[config.mk]
export PLATFORM = sky130hd
export DESIGN_NAME = mac_top
export DESIGN_NICKNAME = d
export VERILOG_FILES = /design/src/rtl/mac_pkg.sv /design/src/rtl/crc32.sv /design/src/rtl/tx_fifo.sv /design/src/rtl/tx_byte_counter.sv /design/src/rtl/tx_framer_fsm.sv /design/src/rtl/rx_parser.sv /design/src/rtl/mac_top.sv
export SDC_FILE = /design/constraint.sdc
export NUM_CORES = 1
export LEC_CHECK = 0
export BUFFER_PORTS_ARGS = -buffer_cell sky130_fd_sc_hd__buf_4
export CAP_MARGIN = 20
export CORE_ASPECT_RATIO = 1.1
export CORE_MARGIN = 4
export CORE_UTILIZATION = 54
export DETAILED_ROUTE_END_ITERATION = 6
export GPL_ROUTABILITY_DRIVEN = 0
export PLACE_DENSITY_LB_ADDON = 0.2
export SYNTH_ARGS = -nofsm -noshare
export SYNTH_HDL_FRONTEND = slang
export SYNTH_SLANG_ARGS = --single-unit
[constraint.sdc]
create_clock -name clk -period 4.58 [get_ports clk]
set_clock_uncertainty 0.2 [all_clocks]
set_input_delay 0 -clock clk [delete_from_list [all_inputs] [get_ports clk]]
set_output_delay 0 -clock clk [all_outputs]
set_load 0.05 [all_outputs]
[src/rtl/mac_pkg.sv]
package mac_pkg;

  // widths with a meaning of their own
  typedef logic [7:0]  byte_t;
  typedef logic [47:0] mac_addr_t;   // msb sent first
  typedef logic [15:0] ethertype_t;
  typedef logic [6:0]  frame_len_t;  // payload bytes incl. pad
  typedef logic [31:0] crc_t;

  // frame layout
  localparam int    PREAMBLE_LEN  = 7;
  localparam byte_t PREAMBLE_BYTE = 8'h55;
  localparam byte_t SFD_BYTE      = 8'hD5;
  localparam int    ADDR_LEN      = 6;
  localparam int    TYPE_LEN      = 2;
  localparam int    HDR_LEN       = 14;
  localparam int    MIN_PAYLOAD   = 46;
  localparam int    FCS_LEN       = 4;

  localparam int    FIFO_AW       = 6;  // 64 byte tx buffer

  // reflected crc-32
  localparam crc_t  CRC_POLY      = 32'hEDB88320;
  localparam crc_t  CRC_RESIDUE   = 32'hDEBB20E3;  // register after data + good fcs

  typedef enum logic [3:0] {
    TX_IDLE,
    TX_PREAMBLE,
    TX_SFD,
    TX_DST,
    TX_SRC,
    TX_TYPE,
    TX_PAYLOAD,
    TX_PAD,
    TX_FCS
  } tx_state_t;

  typedef enum logic [1:0] {
    RX_HUNT,
    RX_HEADER,
    RX_PAYLOAD,
    RX_DONE
  } rx_state_t;

endpackage

[src/rtl/crc32.sv]
`timescale 1ns/1ps

module crc32
  import mac_pkg::*;
(
  input  logic  clk,
  input  logic  fsm_rst,
  input  logic  clr,
  input  byte_t dat,
  input  logic  en,
  output crc_t  crc,
  output logic  ok
);

  // one byte through the reflected lfsr, lsb first
  function automatic crc_t crc_step(input crc_t cur, input byte_t d);
    crc_t r;
    r = cur ^ {24'h0, d};
    for (int i = 0; i < 8; i++) begin
      if (r[0]) begin
        r = (r >> 1) ^ CRC_POLY;
      end else begin
        r = r >> 1;
      end
    end
    return r;
  endfunction

  always_ff @(posedge clk) begin
    if (fsm_rst) begin
      crc <= '1;
    end else if (clr) begin
      crc <= '1;  // seed for a new frame
    end else if (en) begin
      crc <= crc_step(crc, dat);
    end
  end

  // residue check, only meaningful right after the fcs went in
  assign ok = (crc == CRC_RESIDUE);

endmodule

[src/rtl/tx_fifo.sv]
`timescale 1ns/1ps

module tx_fifo
  import mac_pkg::*;
(
  input  logic  clk,
  input  logic  fsm_rst,
  input  byte_t wr_dat,
  input  logic  wr,
  input  logic  rd,
  output byte_t rd_dat,
  output logic  empty,
  output logic  full
);

  localparam int DEPTH = 2 ** FIFO_AW;

  byte_t            mem [DEPTH];
  logic [FIFO_AW:0] wr_ptr;  // extra bit tells full from empty
  logic [FIFO_AW:0] rd_ptr;
  logic [FIFO_AW:0] count;
  logic             do_wr;
  logic             do_rd;

  assign count = wr_ptr - rd_ptr;
  assign empty = (count == '0);
  assign full  = count[FIFO_AW];

  assign do_wr = wr && !full;   // writes into a full buffer are lost
  assign do_rd = rd && !empty;

  always_ff @(posedge clk) begin
    if (fsm_rst) begin
      wr_ptr <= '0;
      rd_ptr <= '0;
    end else begin
      if (do_wr) begin
        wr_ptr <= wr_ptr + 1'b1;
      end
      if (do_rd) begin
        rd_ptr <= rd_ptr + 1'b1;
      end
    end
  end

  always_ff @(posedge clk) begin
    if (do_wr) begin
      mem[wr_ptr[FIFO_AW-1:0]] <= wr_dat;
    end
    if (do_rd) begin
      rd_dat <= mem[rd_ptr[FIFO_AW-1:0]];  // valid one cycle after rd
    end
  end

endmodule

[src/rtl/tx_byte_counter.sv]
`timescale 1ns/1ps

module tx_byte_counter
  import mac_pkg::*;
(
  input  logic       clk,
  input  logic       fsm_rst,
  input  logic       load,
  input  frame_len_t load_len,
  input  logic       step,
  input  logic       pay_clr,
  output logic       last,
  output logic       min_done
);

  frame_len_t fld_cnt;  // bytes left in the current field
  frame_len_t pay_cnt;  // payload + pad bytes already sent

  always_ff @(posedge clk) begin
    if (fsm_rst) begin
      fld_cnt <= '0;
      pay_cnt <= '0;
    end else begin
      if (load) begin
        fld_cnt <= load_len;
      end else if (step && fld_cnt != '0) begin
        fld_cnt <= fld_cnt - 1'b1;
      end
      if (pay_clr) begin
        pay_cnt <= '0;
      end else if (step && !min_done) begin
        pay_cnt <= pay_cnt + 1'b1;  // sticks once minimum is hit
      end
    end
  end

  assign last = (fld_cnt == frame_len_t'(1));
  // high while the 46th payload byte is being stepped, and after
  assign min_done = (pay_cnt == frame_len_t'(MIN_PAYLOAD - 1));

endmodule

[src/rtl/tx_framer_fsm.sv]
`timescale 1ns/1ps

module tx_framer_fsm
  import mac_pkg::*;
(
  input  logic       clk,
  input  logic       fsm_rst,
  input  logic       avl,
  input  mac_addr_t  dst,
  input  ethertype_t ethertype,
  input  mac_addr_t  src,
  input  byte_t      fifo_dat,
  input  logic       fifo_empty,
  input  logic       cnt_last,
  input  logic       cnt_min_done,
  input  crc_t       crc,
  output logic       fifo_rd,
  output logic       cnt_load,
  output frame_len_t cnt_len,
  output logic       cnt_step,
  output logic       cnt_pay_clr,
  output logic       crc_clr,
  output logic       crc_en,
  output byte_t      crc_dat,
  output byte_t      phy_dat,
  output logic       phy_val,
  output logic       busy,
  output logic       done
);

  tx_state_t  state;
  tx_state_t  state_nxt;
  mac_addr_t  dst_sr;
  mac_addr_t  src_sr;
  ethertype_t type_sr;
  logic [1:0] fcs_idx;    // fcs byte, lsb first
  logic       avl_taken;  // one frame per avl high period
  logic       start;
  logic       type_end;
  byte_t      tx_byte;
  crc_t       fcs;

  assign start    = (state == TX_IDLE) && avl && !avl_taken;
  assign type_end = (state == TX_TYPE) && cnt_last;
  assign fcs      = ~crc;

  always_comb begin
    state_nxt = state;
    case (state)
      TX_IDLE:     if (start) state_nxt = TX_PREAMBLE;
      TX_PREAMBLE: if (cnt_last) state_nxt = TX_SFD;
      TX_SFD:      state_nxt = TX_DST;
      TX_DST:      if (cnt_last) state_nxt = TX_SRC;
      TX_SRC:      if (cnt_last) state_nxt = TX_TYPE;
      TX_TYPE: begin
        if (cnt_last) begin
          state_nxt = fifo_empty ? TX_PAD : TX_PAYLOAD;  // empty buffer sends pad only
        end
      end
      TX_PAYLOAD: begin
        if (fifo_empty) begin
          state_nxt = cnt_min_done ? TX_FCS : TX_PAD;
        end
      end
      TX_PAD:      if (cnt_min_done) state_nxt = TX_FCS;
      TX_FCS:      if (cnt_last) state_nxt = TX_IDLE;
      default:     state_nxt = TX_IDLE;
    endcase
  end

  // field counter gets the length of each field on entry
  always_comb begin
    case (state_nxt)
      TX_PREAMBLE: cnt_len = frame_len_t'(PREAMBLE_LEN);
      TX_DST:      cnt_len = frame_len_t'(ADDR_LEN);
      TX_SRC:      cnt_len = frame_len_t'(ADDR_LEN);
      TX_TYPE:     cnt_len = frame_len_t'(TYPE_LEN);
      TX_FCS:      cnt_len = frame_len_t'(FCS_LEN);
      default:     cnt_len = '0;
    endcase
  end

  assign cnt_load    = (state_nxt != state) && (cnt_len != '0);
  assign cnt_step    = (state != TX_IDLE) && (state != TX_SFD);
  assign cnt_pay_clr = type_end;

  // prefetch so the first payload byte is ready on entry
  assign fifo_rd = (type_end || state == TX_PAYLOAD) && !fifo_empty;

  always_comb begin
    case (state)
      TX_PREAMBLE: tx_byte = PREAMBLE_BYTE;
      TX_SFD:      tx_byte = SFD_BYTE;
      TX_DST:      tx_byte = dst_sr[47:40];
      TX_SRC:      tx_byte = src_sr[47:40];
      TX_TYPE:     tx_byte = type_sr[15:8];
      TX_PAYLOAD:  tx_byte = fifo_dat;
      TX_FCS:      tx_byte = fcs[8*fcs_idx +: 8];
      default:     tx_byte = '0;  // pad and idle
    endcase
  end

  assign crc_clr = start;
  assign crc_en  = (state inside {TX_DST, TX_SRC, TX_TYPE, TX_PAYLOAD, TX_PAD});
  assign crc_dat = tx_byte;

  always_ff @(posedge clk) begin
    if (fsm_rst) begin
      state     <= TX_IDLE;
      phy_val   <= 1'b0;
      busy      <= 1'b0;
      done      <= 1'b0;
      fcs_idx   <= '0;
      avl_taken <= 1'b0;
    end else begin
      state   <= state_nxt;
      phy_val <= (state != TX_IDLE);
      done    <= phy_val && (state == TX_IDLE);  // falling edge of the stream
      if (start) begin
        busy <= 1'b1;
      end else if (phy_val && state == TX_IDLE) begin
        busy <= 1'b0;
      end
      if (start) begin
        avl_taken <= 1'b1;
      end else if (!avl) begin
        avl_taken <= 1'b0;
      end
      fcs_idx <= (state == TX_FCS) ? fcs_idx + 1'b1 : 2'd0;
    end
  end

  always_ff @(posedge clk) begin
    phy_dat <= tx_byte;
    if (start) begin
      dst_sr  <= dst;
      src_sr  <= src;
      type_sr <= ethertype;
    end else begin
      if (state == TX_DST) dst_sr <= dst_sr << 8;
      if (state == TX_SRC) src_sr <= src_sr << 8;
      if (state == TX_TYPE) type_sr <= type_sr << 8;
    end
  end

endmodule

[src/rtl/rx_parser.sv]
`timescale 1ns/1ps

module rx_parser
  import mac_pkg::*;
(
  input  logic       clk,
  input  logic       fsm_rst,
  input  byte_t      phy_dat,
  input  logic       phy_val,
  input  logic       crc_ok,
  output logic       crc_clr,
  output logic       crc_en,
  output byte_t      dat,
  output logic       val,
  output logic       sof,
  output logic       eof,
  output logic       err,
  output mac_addr_t  dst,
  output mac_addr_t  src,
  output ethertype_t ethertype,
  output frame_len_t len
);

  localparam int HDR_W = HDR_LEN * 8;

  rx_state_t             state;
  logic [HDR_W-1:0]      hdr_sr;   // dst | src | type once full
  byte_t [FCS_LEN-1:0]   dly;      // keeps the fcs from reaching the host
  logic [3:0]            hdr_cnt;
  logic [2:0]            fill;     // payload-phase bytes in dly
  logic                  first;
  frame_len_t            pay_cnt;
  logic                  sfd_hit;
  logic                  pop;
  logic                  in_frame;

  assign in_frame = (state == RX_HEADER) || (state == RX_PAYLOAD);
  assign sfd_hit  = (state == RX_HUNT) && phy_val && (phy_dat == SFD_BYTE);
  // oldest byte leaves only once four newer ones are behind it
  assign pop      = (state == RX_PAYLOAD) && phy_val && (fill == 3'(FCS_LEN));

  assign crc_clr = sfd_hit;
  assign crc_en  = phy_val && in_frame;

  always_ff @(posedge clk) begin
    if (fsm_rst) begin
      state   <= RX_HUNT;
      val     <= 1'b0;
      sof     <= 1'b0;
      eof     <= 1'b0;
      err     <= 1'b0;
      fill    <= '0;
      first   <= 1'b0;
      hdr_cnt <= '0;
    end else begin
      val <= pop;
      sof <= pop && first;
      eof <= 1'b0;
      err <= 1'b0;
      case (state)
        RX_HUNT: begin
          if (sfd_hit) begin
            state   <= RX_HEADER;
            hdr_cnt <= '0;
            fill    <= '0;
            first   <= 1'b1;
          end
        end
        RX_HEADER: begin
          if (!phy_val) begin
            state <= RX_DONE;
            err   <= 1'b1;  // runt, header never completed
          end else begin
            hdr_cnt <= hdr_cnt + 1'b1;
            if (hdr_cnt == 4'(HDR_LEN - 1)) state <= RX_PAYLOAD;
          end
        end
        RX_PAYLOAD: begin
          if (!phy_val) begin
            state <= RX_DONE;
            eof   <= crc_ok;
            err   <= !crc_ok;
          end else begin
            if (fill != 3'(FCS_LEN)) fill <= fill + 1'b1;
            if (pop) first <= 1'b0;
          end
        end
        default: state <= RX_HUNT;  // done lasts one cycle
      endcase
    end
  end

  always_ff @(posedge clk) begin
    if (phy_val) begin
      dly <= {dly[FCS_LEN-2:0], phy_dat};
    end
    dat <= dly[FCS_LEN-1];
    if (state == RX_HEADER && phy_val) begin
      hdr_sr <= {hdr_sr[HDR_W-9:0], phy_dat};
    end
    if (sfd_hit) begin
      pay_cnt <= '0;
    end else if (pop) begin
      pay_cnt <= pay_cnt + 1'b1;
    end
    // header fields change only together with sof
    if (pop && first) begin
      dst       <= hdr_sr[HDR_W-1 -: 48];
      src       <= hdr_sr[HDR_W-49 -: 48];
      ethertype <= hdr_sr[15:0];
    end
    if (state == RX_PAYLOAD && !phy_val && crc_ok) begin
      len <= pay_cnt;
    end
  end

endmodule

[src/rtl/mac_top.sv]
`timescale 1ns/1ps

module mac_top
  import mac_pkg::*;
(
  input  logic       clk,
  input  logic       fsm_rst,
  input  mac_addr_t  dev_mac_addr,
  // transmit host side
  input  byte_t      tx_wr_dat,
  input  logic       tx_wr,
  input  logic       tx_avl,
  input  mac_addr_t  tx_dst,
  input  ethertype_t tx_type,
  output logic       tx_full,
  output logic       tx_busy,
  output logic       tx_done,
  // phy stream
  output byte_t      phy_tx_dat,
  output logic       phy_tx_val,
  input  byte_t      phy_rx_dat,
  input  logic       phy_rx_val,
  // receive host side
  output byte_t      rx_dat,
  output logic       rx_val,
  output logic       rx_sof,
  output logic       rx_eof,
  output logic       rx_err,
  output mac_addr_t  rx_dst,
  output mac_addr_t  rx_src,
  output ethertype_t rx_type,
  output frame_len_t rx_len
);

  byte_t      fifo_dat;
  logic       fifo_empty;
  logic       fifo_rd;
  logic       cnt_load;
  frame_len_t cnt_len;
  logic       cnt_step;
  logic       cnt_pay_clr;
  logic       cnt_last;
  logic       cnt_min_done;
  logic       tx_crc_clr;
  logic       tx_crc_en;
  byte_t      tx_crc_dat;
  crc_t       tx_crc;
  logic       rx_crc_clr;
  logic       rx_crc_en;
  logic       rx_crc_ok;

  tx_fifo u_tx_fifo (
    .clk     (clk),
    .fsm_rst (fsm_rst),
    .wr_dat  (tx_wr_dat),
    .wr      (tx_wr),
    .rd      (fifo_rd),
    .rd_dat  (fifo_dat),
    .empty   (fifo_empty),
    .full    (tx_full)
  );

  tx_byte_counter u_tx_cnt (
    .clk      (clk),
    .fsm_rst  (fsm_rst),
    .load     (cnt_load),
    .load_len (cnt_len),
    .step     (cnt_step),
    .pay_clr  (cnt_pay_clr),
    .last     (cnt_last),
    .min_done (cnt_min_done)
  );

  tx_framer_fsm u_tx_framer (
    .clk          (clk),
    .fsm_rst      (fsm_rst),
    .avl          (tx_avl),
    .dst          (tx_dst),
    .ethertype    (tx_type),
    .src          (dev_mac_addr),
    .fifo_dat     (fifo_dat),
    .fifo_empty   (fifo_empty),
    .cnt_last     (cnt_last),
    .cnt_min_done (cnt_min_done),
    .crc          (tx_crc),
    .fifo_rd      (fifo_rd),
    .cnt_load     (cnt_load),
    .cnt_len      (cnt_len),
    .cnt_step     (cnt_step),
    .cnt_pay_clr  (cnt_pay_clr),
    .crc_clr      (tx_crc_clr),
    .crc_en       (tx_crc_en),
    .crc_dat      (tx_crc_dat),
    .phy_dat      (phy_tx_dat),
    .phy_val      (phy_tx_val),
    .busy         (tx_busy),
    .done         (tx_done)
  );

  crc32 crc_tx (
    .clk     (clk),
    .fsm_rst (fsm_rst),
    .clr     (tx_crc_clr),
    .dat     (tx_crc_dat),
    .en      (tx_crc_en),
    .crc     (tx_crc),
    .ok      ()
  );

  // receive crc sees the raw phy bytes, fcs included
  crc32 crc_rx (
    .clk     (clk),
    .fsm_rst (fsm_rst),
    .clr     (rx_crc_clr),
    .dat     (phy_rx_dat),
    .en      (rx_crc_en),
    .crc     (),
    .ok      (rx_crc_ok)
  );

  rx_parser u_rx_parser (
    .clk       (clk),
    .fsm_rst   (fsm_rst),
    .phy_dat   (phy_rx_dat),
    .phy_val   (phy_rx_val),
    .crc_ok    (rx_crc_ok),
    .crc_clr   (rx_crc_clr),
    .crc_en    (rx_crc_en),
    .dat       (rx_dat),
    .val       (rx_val),
    .sof       (rx_sof),
    .eof       (rx_eof),
    .err       (rx_err),
    .dst       (rx_dst),
    .src       (rx_src),
    .ethertype (rx_type),
    .len       (rx_len)
  );

endmodule

======== After elaboration in Yosys (flattened, before gate mapping) ========
Memories as Yosys holds them, arrays and structs flattened. A register that Yosys moved wholly into a read port is not among the register bits.
Cells that the tools add are included.
operators by class
  $add $sub $neg .......................... 9
  bitwise logic cells ..................... 21
  multiplexer cells ....................... 104
  shift operators ......................... 1
  reduce and logical (&&, ||, !) cells .... 52
  equal/unequal tests ..................... 32
operators by type and width
  operator                                        number
  2-to-1 mux 32 bit                               58
  NOT 13 -> 14 bit                                16
  2-to-1 mux 48 bit                               4
  bitwise XOR 32 x 8 -> 32 bit                    2
  one-hot mux 8 bit (7 select lines)              1
  2-to-1 mux 4 bit                                11
  one-hot mux 4 bit (9 select lines)              1
  == test 32 bit (second input constant)          1
  2-to-1 mux 16 bit                               2
  NOT 32 bit                                      1
  indexed part select 32 x 6 -> 8 bit             1
  adder 7 x 1 -> 7 bit (second input constant)    4
  == test 4 x 3 -> 1 bit (second input constant)  6
  logical AND 1 bit                               20
  2-to-1 mux 7 bit                                2
  nonzero test 2 bit                              7
  nonzero test 7 bit                              2
  == test 4 x 2 -> 1 bit (second input constant)  3
  == test 4 bit (second input constant)           3
  2-to-1 mux 1 bit                                12
  one-hot mux 3 bit (4 select lines)              1
  inequality test 2 bit (second input constant)   5
  OR reduction 2 bit                              5
  2-to-1 mux 3 bit                                3
  32 further kinds                                48
storage, ports and cells
  output and inout bits ................... 143
  memory bits (writable) .................. 512
  memories kept ........................... 1
  register bits after elaboration ......... 514
memories
  memory         words  bits a word  read ports  clocked after Yosys merged registers in  wr ports  line           text
  u_tx_fifo.mem  64     8            1           1                                        1         tx_fifo.sv:18  byte_t mem [DEPTH];

======== Logic depth before layout (Yosys ltp) ========
  depth in word-level cells ............... 41
  depth in mapped cells ................... 14

======== By module ========
A second synthesis with hierarchy kept.
second synthesis, totals
  cell total of the unflattened synthesis .. 2,550
  area total of the unflattened synthesis .. 41,106.9 sq um
modules (own cells, without submodules)
  module           area an instance (sq um)  times used  cells an instance  seq. area each (sq um)
  tx_fifo          20,992.6                  1           1,050              15,895.2
  rx_parser        9,245.1                   1           403                8,478.1
  tx_framer_fsm    6,015.8                   1           593                3,723.6
  crc32            2,016.9                   2           206                640.6
  tx_byte_counter  819.5                     1           92                 280.3

======== Worst setup path before layout ========
Ideal clock, no wire load.
  kind .................................... flip-flop to flip-flop
  from .................................... register u_rx_parser.state[0]
  to ...................................... register u_rx_parser.dst[0], enable pin
  cell stages (with the launch flop) ...... 7
  required time ........................... 3.896 ns
  path buffers ............................ 1
  setup slack ............................. 0.202 ns
  setup time .............................. 0.484 ns
  arrival ................................. 3.695 ns
  cells stage by stage .................... dfxtp_1 inv_1 ha_1 clkbuf_1 nand2_1 nor2_1 and2_1
on the way
  cells in the longest elaborated chain, start to end .. 4
RTL lines
  what                             line              text
  from (decl)                      rx_parser.sv:26   rx_state_t state;
  from (signal assigned)           rx_parser.sv:47   state <= RX_HUNT;
  from (signal assigned)           rx_parser.sv:63   state <= RX_HEADER;
  from (signal assigned)           rx_parser.sv:71   state <= RX_DONE;
  == test 2 bit                    rx_parser.sv:40   assign pop = (state == RX_PAYLOAD) && phy_val && (fill == 3'(FCS_LEN));
  logical AND 1 bit (2 in series)  rx_parser.sv:40
  logical AND 1 bit                rx_parser.sv:107  if (pop && first) begin
  to (signal assigned)             rx_parser.sv:108  dst <= hdr_sr[HDR_W-1 -: 48];
  to (decl)                        rx_parser.sv:18   output mac_addr_t dst,
Every way passes these cells.
A chain may end at the register's enable or synchronous reset.

======== Worst setup path in the final report ========
  from .................................... register u_tx_fifo.rd_ptr[4]
  to ...................................... memory u_tx_fifo.mem[20][6] (netlist name), enable pin
on the way
  cells in the longest elaborated chain, start to end .. 5
RTL lines
  what                                    line           text
  from (decl)                             tx_fifo.sv:20  logic [FIFO_AW:0] rd_ptr;
  from (signal assigned)                  tx_fifo.sv:41  rd_ptr <= rd_ptr + 1'b1;
  subtractor 7 bit                        tx_fifo.sv:25  assign count = wr_ptr - rd_ptr;
  logical NOT 1 bit                       tx_fifo.sv:29  assign do_wr = wr && !full;
  logical AND 1 bit                       tx_fifo.sv:29
  2-to-1 mux 1 bit                        tx_fifo.sv:47  if (do_wr) begin
  2-to-1 mux 1 bit (implied by the code)  tx_fifo.sv:48  mem[wr_ptr[FIFO_AW-1:0]] <= wr_dat;
  to (decl)                               tx_fifo.sv:18
Every way passes these cells.

==> flow_metrics.tcl <==
set metrics [dict create \
    dieHeight_um 294 \
    dp_slack_ns 0.486 \
    critPathCaptureType "register" \
    ctsResizeCount 0 \
    num_vias 22900 \
    ctsLongestPathBuffers 3 \
    pwr-share-seq_pct 50.6 \
    power.leakage_uw 0.0171 \
    max_freq_mhz 240 \
    hp-class "input port to register" \
    ir_worst_vdd_mv 0.314 \
    fin_tns_setup_ns 0 \
    wire_per_inst_um 24.1 \
    hold_path_end "u_tx_framer.dst_sr[41]" \
    hold_depth 4 \
    synth_nets 2527 \
    netlist_area_um2 40300 \
    layout_commonest_cell "edfxtp_1" \
    reg2reg_slack_ns 0.42 \
    tightestPinTransition_ns 1.12 \
    crit_type "register to register" \
    initial_core_util_pct 54.8 \
    setup_violations 0 \
    first_global_vias 23500 \
    track_usage_pct 24.2 \
    ant_nets 0 \
    synth-seq-cells 1034 \
    drt_wl_total_um 96100 \
    dp.cells 3532 \
    max_stage_delay_ns 0.72 \
    synth.distinct_cells 73 \
    finalWorstSetupSlack_ns 0.417 \
    io_buffers 275 \
    pwr_density_cell_nw_per_um2 443 \
    final_cell_mix "edfxtp_1, nand2_1, buf_4, dlygate4sd3_1, mux4_2" \
    final_nets 3084 \
    critPathArrivalTime_ns 4.21 \
    clk_pin_slew_worst_paths_ns 0.07 \
    cp.required_ns 4.63 \
    syn_to_final_growth_pct 22.6 \
    switching_share_pct 24.1 \
    p_int_uw 16600 \
    first_pass_iters 6 \
    worst-path-max-fanout 11 \
    hold_ws_ns 0.0342 \
    rr_startpoint "u_tx_fifo.rd_ptr[4]" \
    finalPower_uw 21900 \
    instances_no_fill 3981 \
    drv_slew 0 \
    combPwrFrac_pct 11.3 \
    start_kind "register" \
    cts_tree "done" \
    io_pins 276 \
    relSlewSlack_pct 25.2 \
    ys.flop_type "edfxtp_1" \
    htreeDepth 3 \
    dp.final_hpwl_um 55300 \
    finalHoldViolations 0 \
    root_buffer "clkbuf_16" \
    finalCritPeriodShare_pct 90.9 \
    synth_enable_flop_cells 895 \
    seq_area_frac_synth_pct 73.7 \
    multi_input_area_um2 10100 \
    p_sw_uw 5270 \
    grt_pass1_wl_um 144000 \
    overflow 0 \
    slowest_stage "nor2_1" \
    clock-sinks 1034 \
    drv_cap 0 \
    grt_antenna_before_repair 13 \
    period_needed_ns 4.16 \
    clkLatencyLatePin_ns 0.67 \
    cts_buffers 98 \
    ff_latch_area_um2 29700 \
    drtIter0Drc 2302 \
    rsz0062_at_grt "no" \
    die_w_um 268 \
    vias_per_cell 5.74 \
    reg2regPathDepth 9 \
    fp-row-count 104 \
    die_area_um2 79000 \
    drive_gt1_share_pct 22.7 \
    clkPwrFrac_pct 38.1 \
    synthArstFlopShare_pct 0 \
    synth_cells 2373 \
    core_um2 73500 \
    cp_top_family "simple AND/OR/NAND/NOR gates" \
    yosysWarnings 0 \
    ctsHoldBuffers 249 \
    drc 0 \
    min_from "tx_dst[41]" \
    num-fill-cells 4640 \
    worst_r2r_endpoint "u_tx_fifo.mem[20][6]" \
    syn_avg_cell_area_um2 17.0 \
    status "finished, final reports clean" \
    crit_buf_inv 1 \
    path_cells "inv_1 -> ha_1 -> and4_1 -> o21ai_1 -> a31o_2 -> and2_1 -> nor3_1 -> nand2_1 -> nor2_1" \
    postCtsSetupBuffers 0 \
    grt_max_degree 132 \
]
[layout make-up]
| class | instances | share of cell area, % |
|---|---|---|
| well taps | 954 | 2.42 |
| clock inverters | 65 | 1.54 |
| diodes | 12 | 0.0609 |
| clock buffers | 120 | 5.26 |
| flip-flops and latches | 1034 | 60.1 |
| repair buffers | 566 | 9.98 |
| multi-input cells | 1199 | 20.4 |
| inverters | 31 | 0.236 |
[layer usage]
metal	track usage (%)	vias to the layer above	wire, um
li1	-	10100	-
met1	30.9	11400	36900
met2	41.6	1051	49100
met3	4.45	261	6430
met4	9.26	2	3700
met5	0	-	13
[cells by family (layout without fill, tap and decap cells)]
family                     count (synthesis)  after routing  synth area share (%)
and+or+nand+nor                          653            653                  7.09
buffers and inverters                    140            782                  1.39
AOI/OAI and AO/OA                        165            165                  2.82
xor gates and xnor gates                 171            171                  4.22
muxes                                    189            189                  10.2
other                                      0             12                     0
adders and majority gates                 21             21                 0.653
DFF                                     1034           1034                  73.7
[through the flow]
step                util [%]  cell area, um^2
floorplan                  -            40300
global placement        59.1            43400
detailed placement      59.1            43400
CTS                     67.0            49300
global route            67.1            49300
finish                  67.1            49300
[worst max path at each step]
| stage | startpoint | to | slack [ns] | cells after the start |
|---|---|---|---|---|
| after floorplan | u_rx_parser.state[0] | u_rx_parser.dst[0] | 0.20 | 6 |
| after detailed placement | u_tx_fifo.rd_ptr[4] | u_tx_fifo.mem[44][7] | 0.49 | 9 |
| after global routing | u_tx_fifo.rd_ptr[4] | u_tx_fifo.mem[12][6] | 0.18 | 9 |
| after global placement | u_tx_fifo.rd_ptr[4] | u_tx_fifo.mem[45][5] | 0.64 | 9 |
| final | u_tx_fifo.rd_ptr[4] | u_tx_fifo.mem[20][6] | 0.42 | 9 |
| after CTS | u_tx_fifo.rd_ptr[4] | u_tx_fifo.mem[20][6] | 0.43 | 9 |
[cell usage after synthesis (all sizes together) (13+ instances only)]
cell type | count | area share [%]
ha | 21 | 0.65
edfxtp | 895 | 67
and2 | 29 | 0.45
dfxtp | 139 | 6.9
xor2 | 60 | 1.5
nor3 | 20 | 0.26
nand2b | 15 | 0.23
o21ai | 35 | 0.44
inv | 31 | 0.29
a21oi | 41 | 0.51
mux4 | 176 | 9.8
nand2 | 358 | 3.3
nor2 | 143 | 1.3
nand4 | 14 | 0.22
o211ai | 49 | 0.93
nand3 | 13 | 0.16
clkbuf | 76 | 0.71
xnor2 | 109 | 2.6
buf | 33 | 0.39
[worst register-to-register path, cell delays in order (launching register included)]
cell	delay, ns
dfxtp_1	0.58
inv_1	0.14
ha_1	0.39
and4_1	0.20
o21ai_1	0.11
a31o_2	0.24
and2_1	0.17
nor3_1	0.42
nand2_1	0.58
nor2_1	0.72
[sequential cells by signal, summed over array words and instances, names as in the netlist, 7 cells and up]
register	flops
u_tx_framer.src_sr	48
u_rx_parser.ethertype	16
u_tx_framer.type_sr	16
u_rx_parser.len	7
crc_tx.crc	32
u_tx_fifo.rd_ptr	7
u_tx_fifo.wr_ptr	7
u_tx_fifo.mem	512
u_tx_cnt.fld_cnt	7
u_rx_parser.dst	48
u_rx_parser.pay_cnt	7
u_tx_framer.phy_dat	8
u_rx_parser.src	48
crc_rx.crc	32
u_rx_parser.hdr_sr	112
u_tx_fifo.rd_dat	8
u_rx_parser.dly	32
u_tx_cnt.pay_cnt	7
u_rx_parser.dat	8
u_tx_framer.dst_sr	48
[power by group through the flow]
| stage | combinational (uW) | clock, uW | sequential, uW |
|---|---|---|---|
| after floorplan | 1570 | 0 | 11200 |
| after global placement | 2190 | 0 | 11200 |
| after detailed placement | 2220 | 0 | 11200 |
| after CTS | 2410 | 8400 | 11000 |
| after global routing | 2700 | 8860 | 11100 |
| final | 2480 | 8320 | 11100 |
No activity file was read; power rests on OpenSTA's default activity.
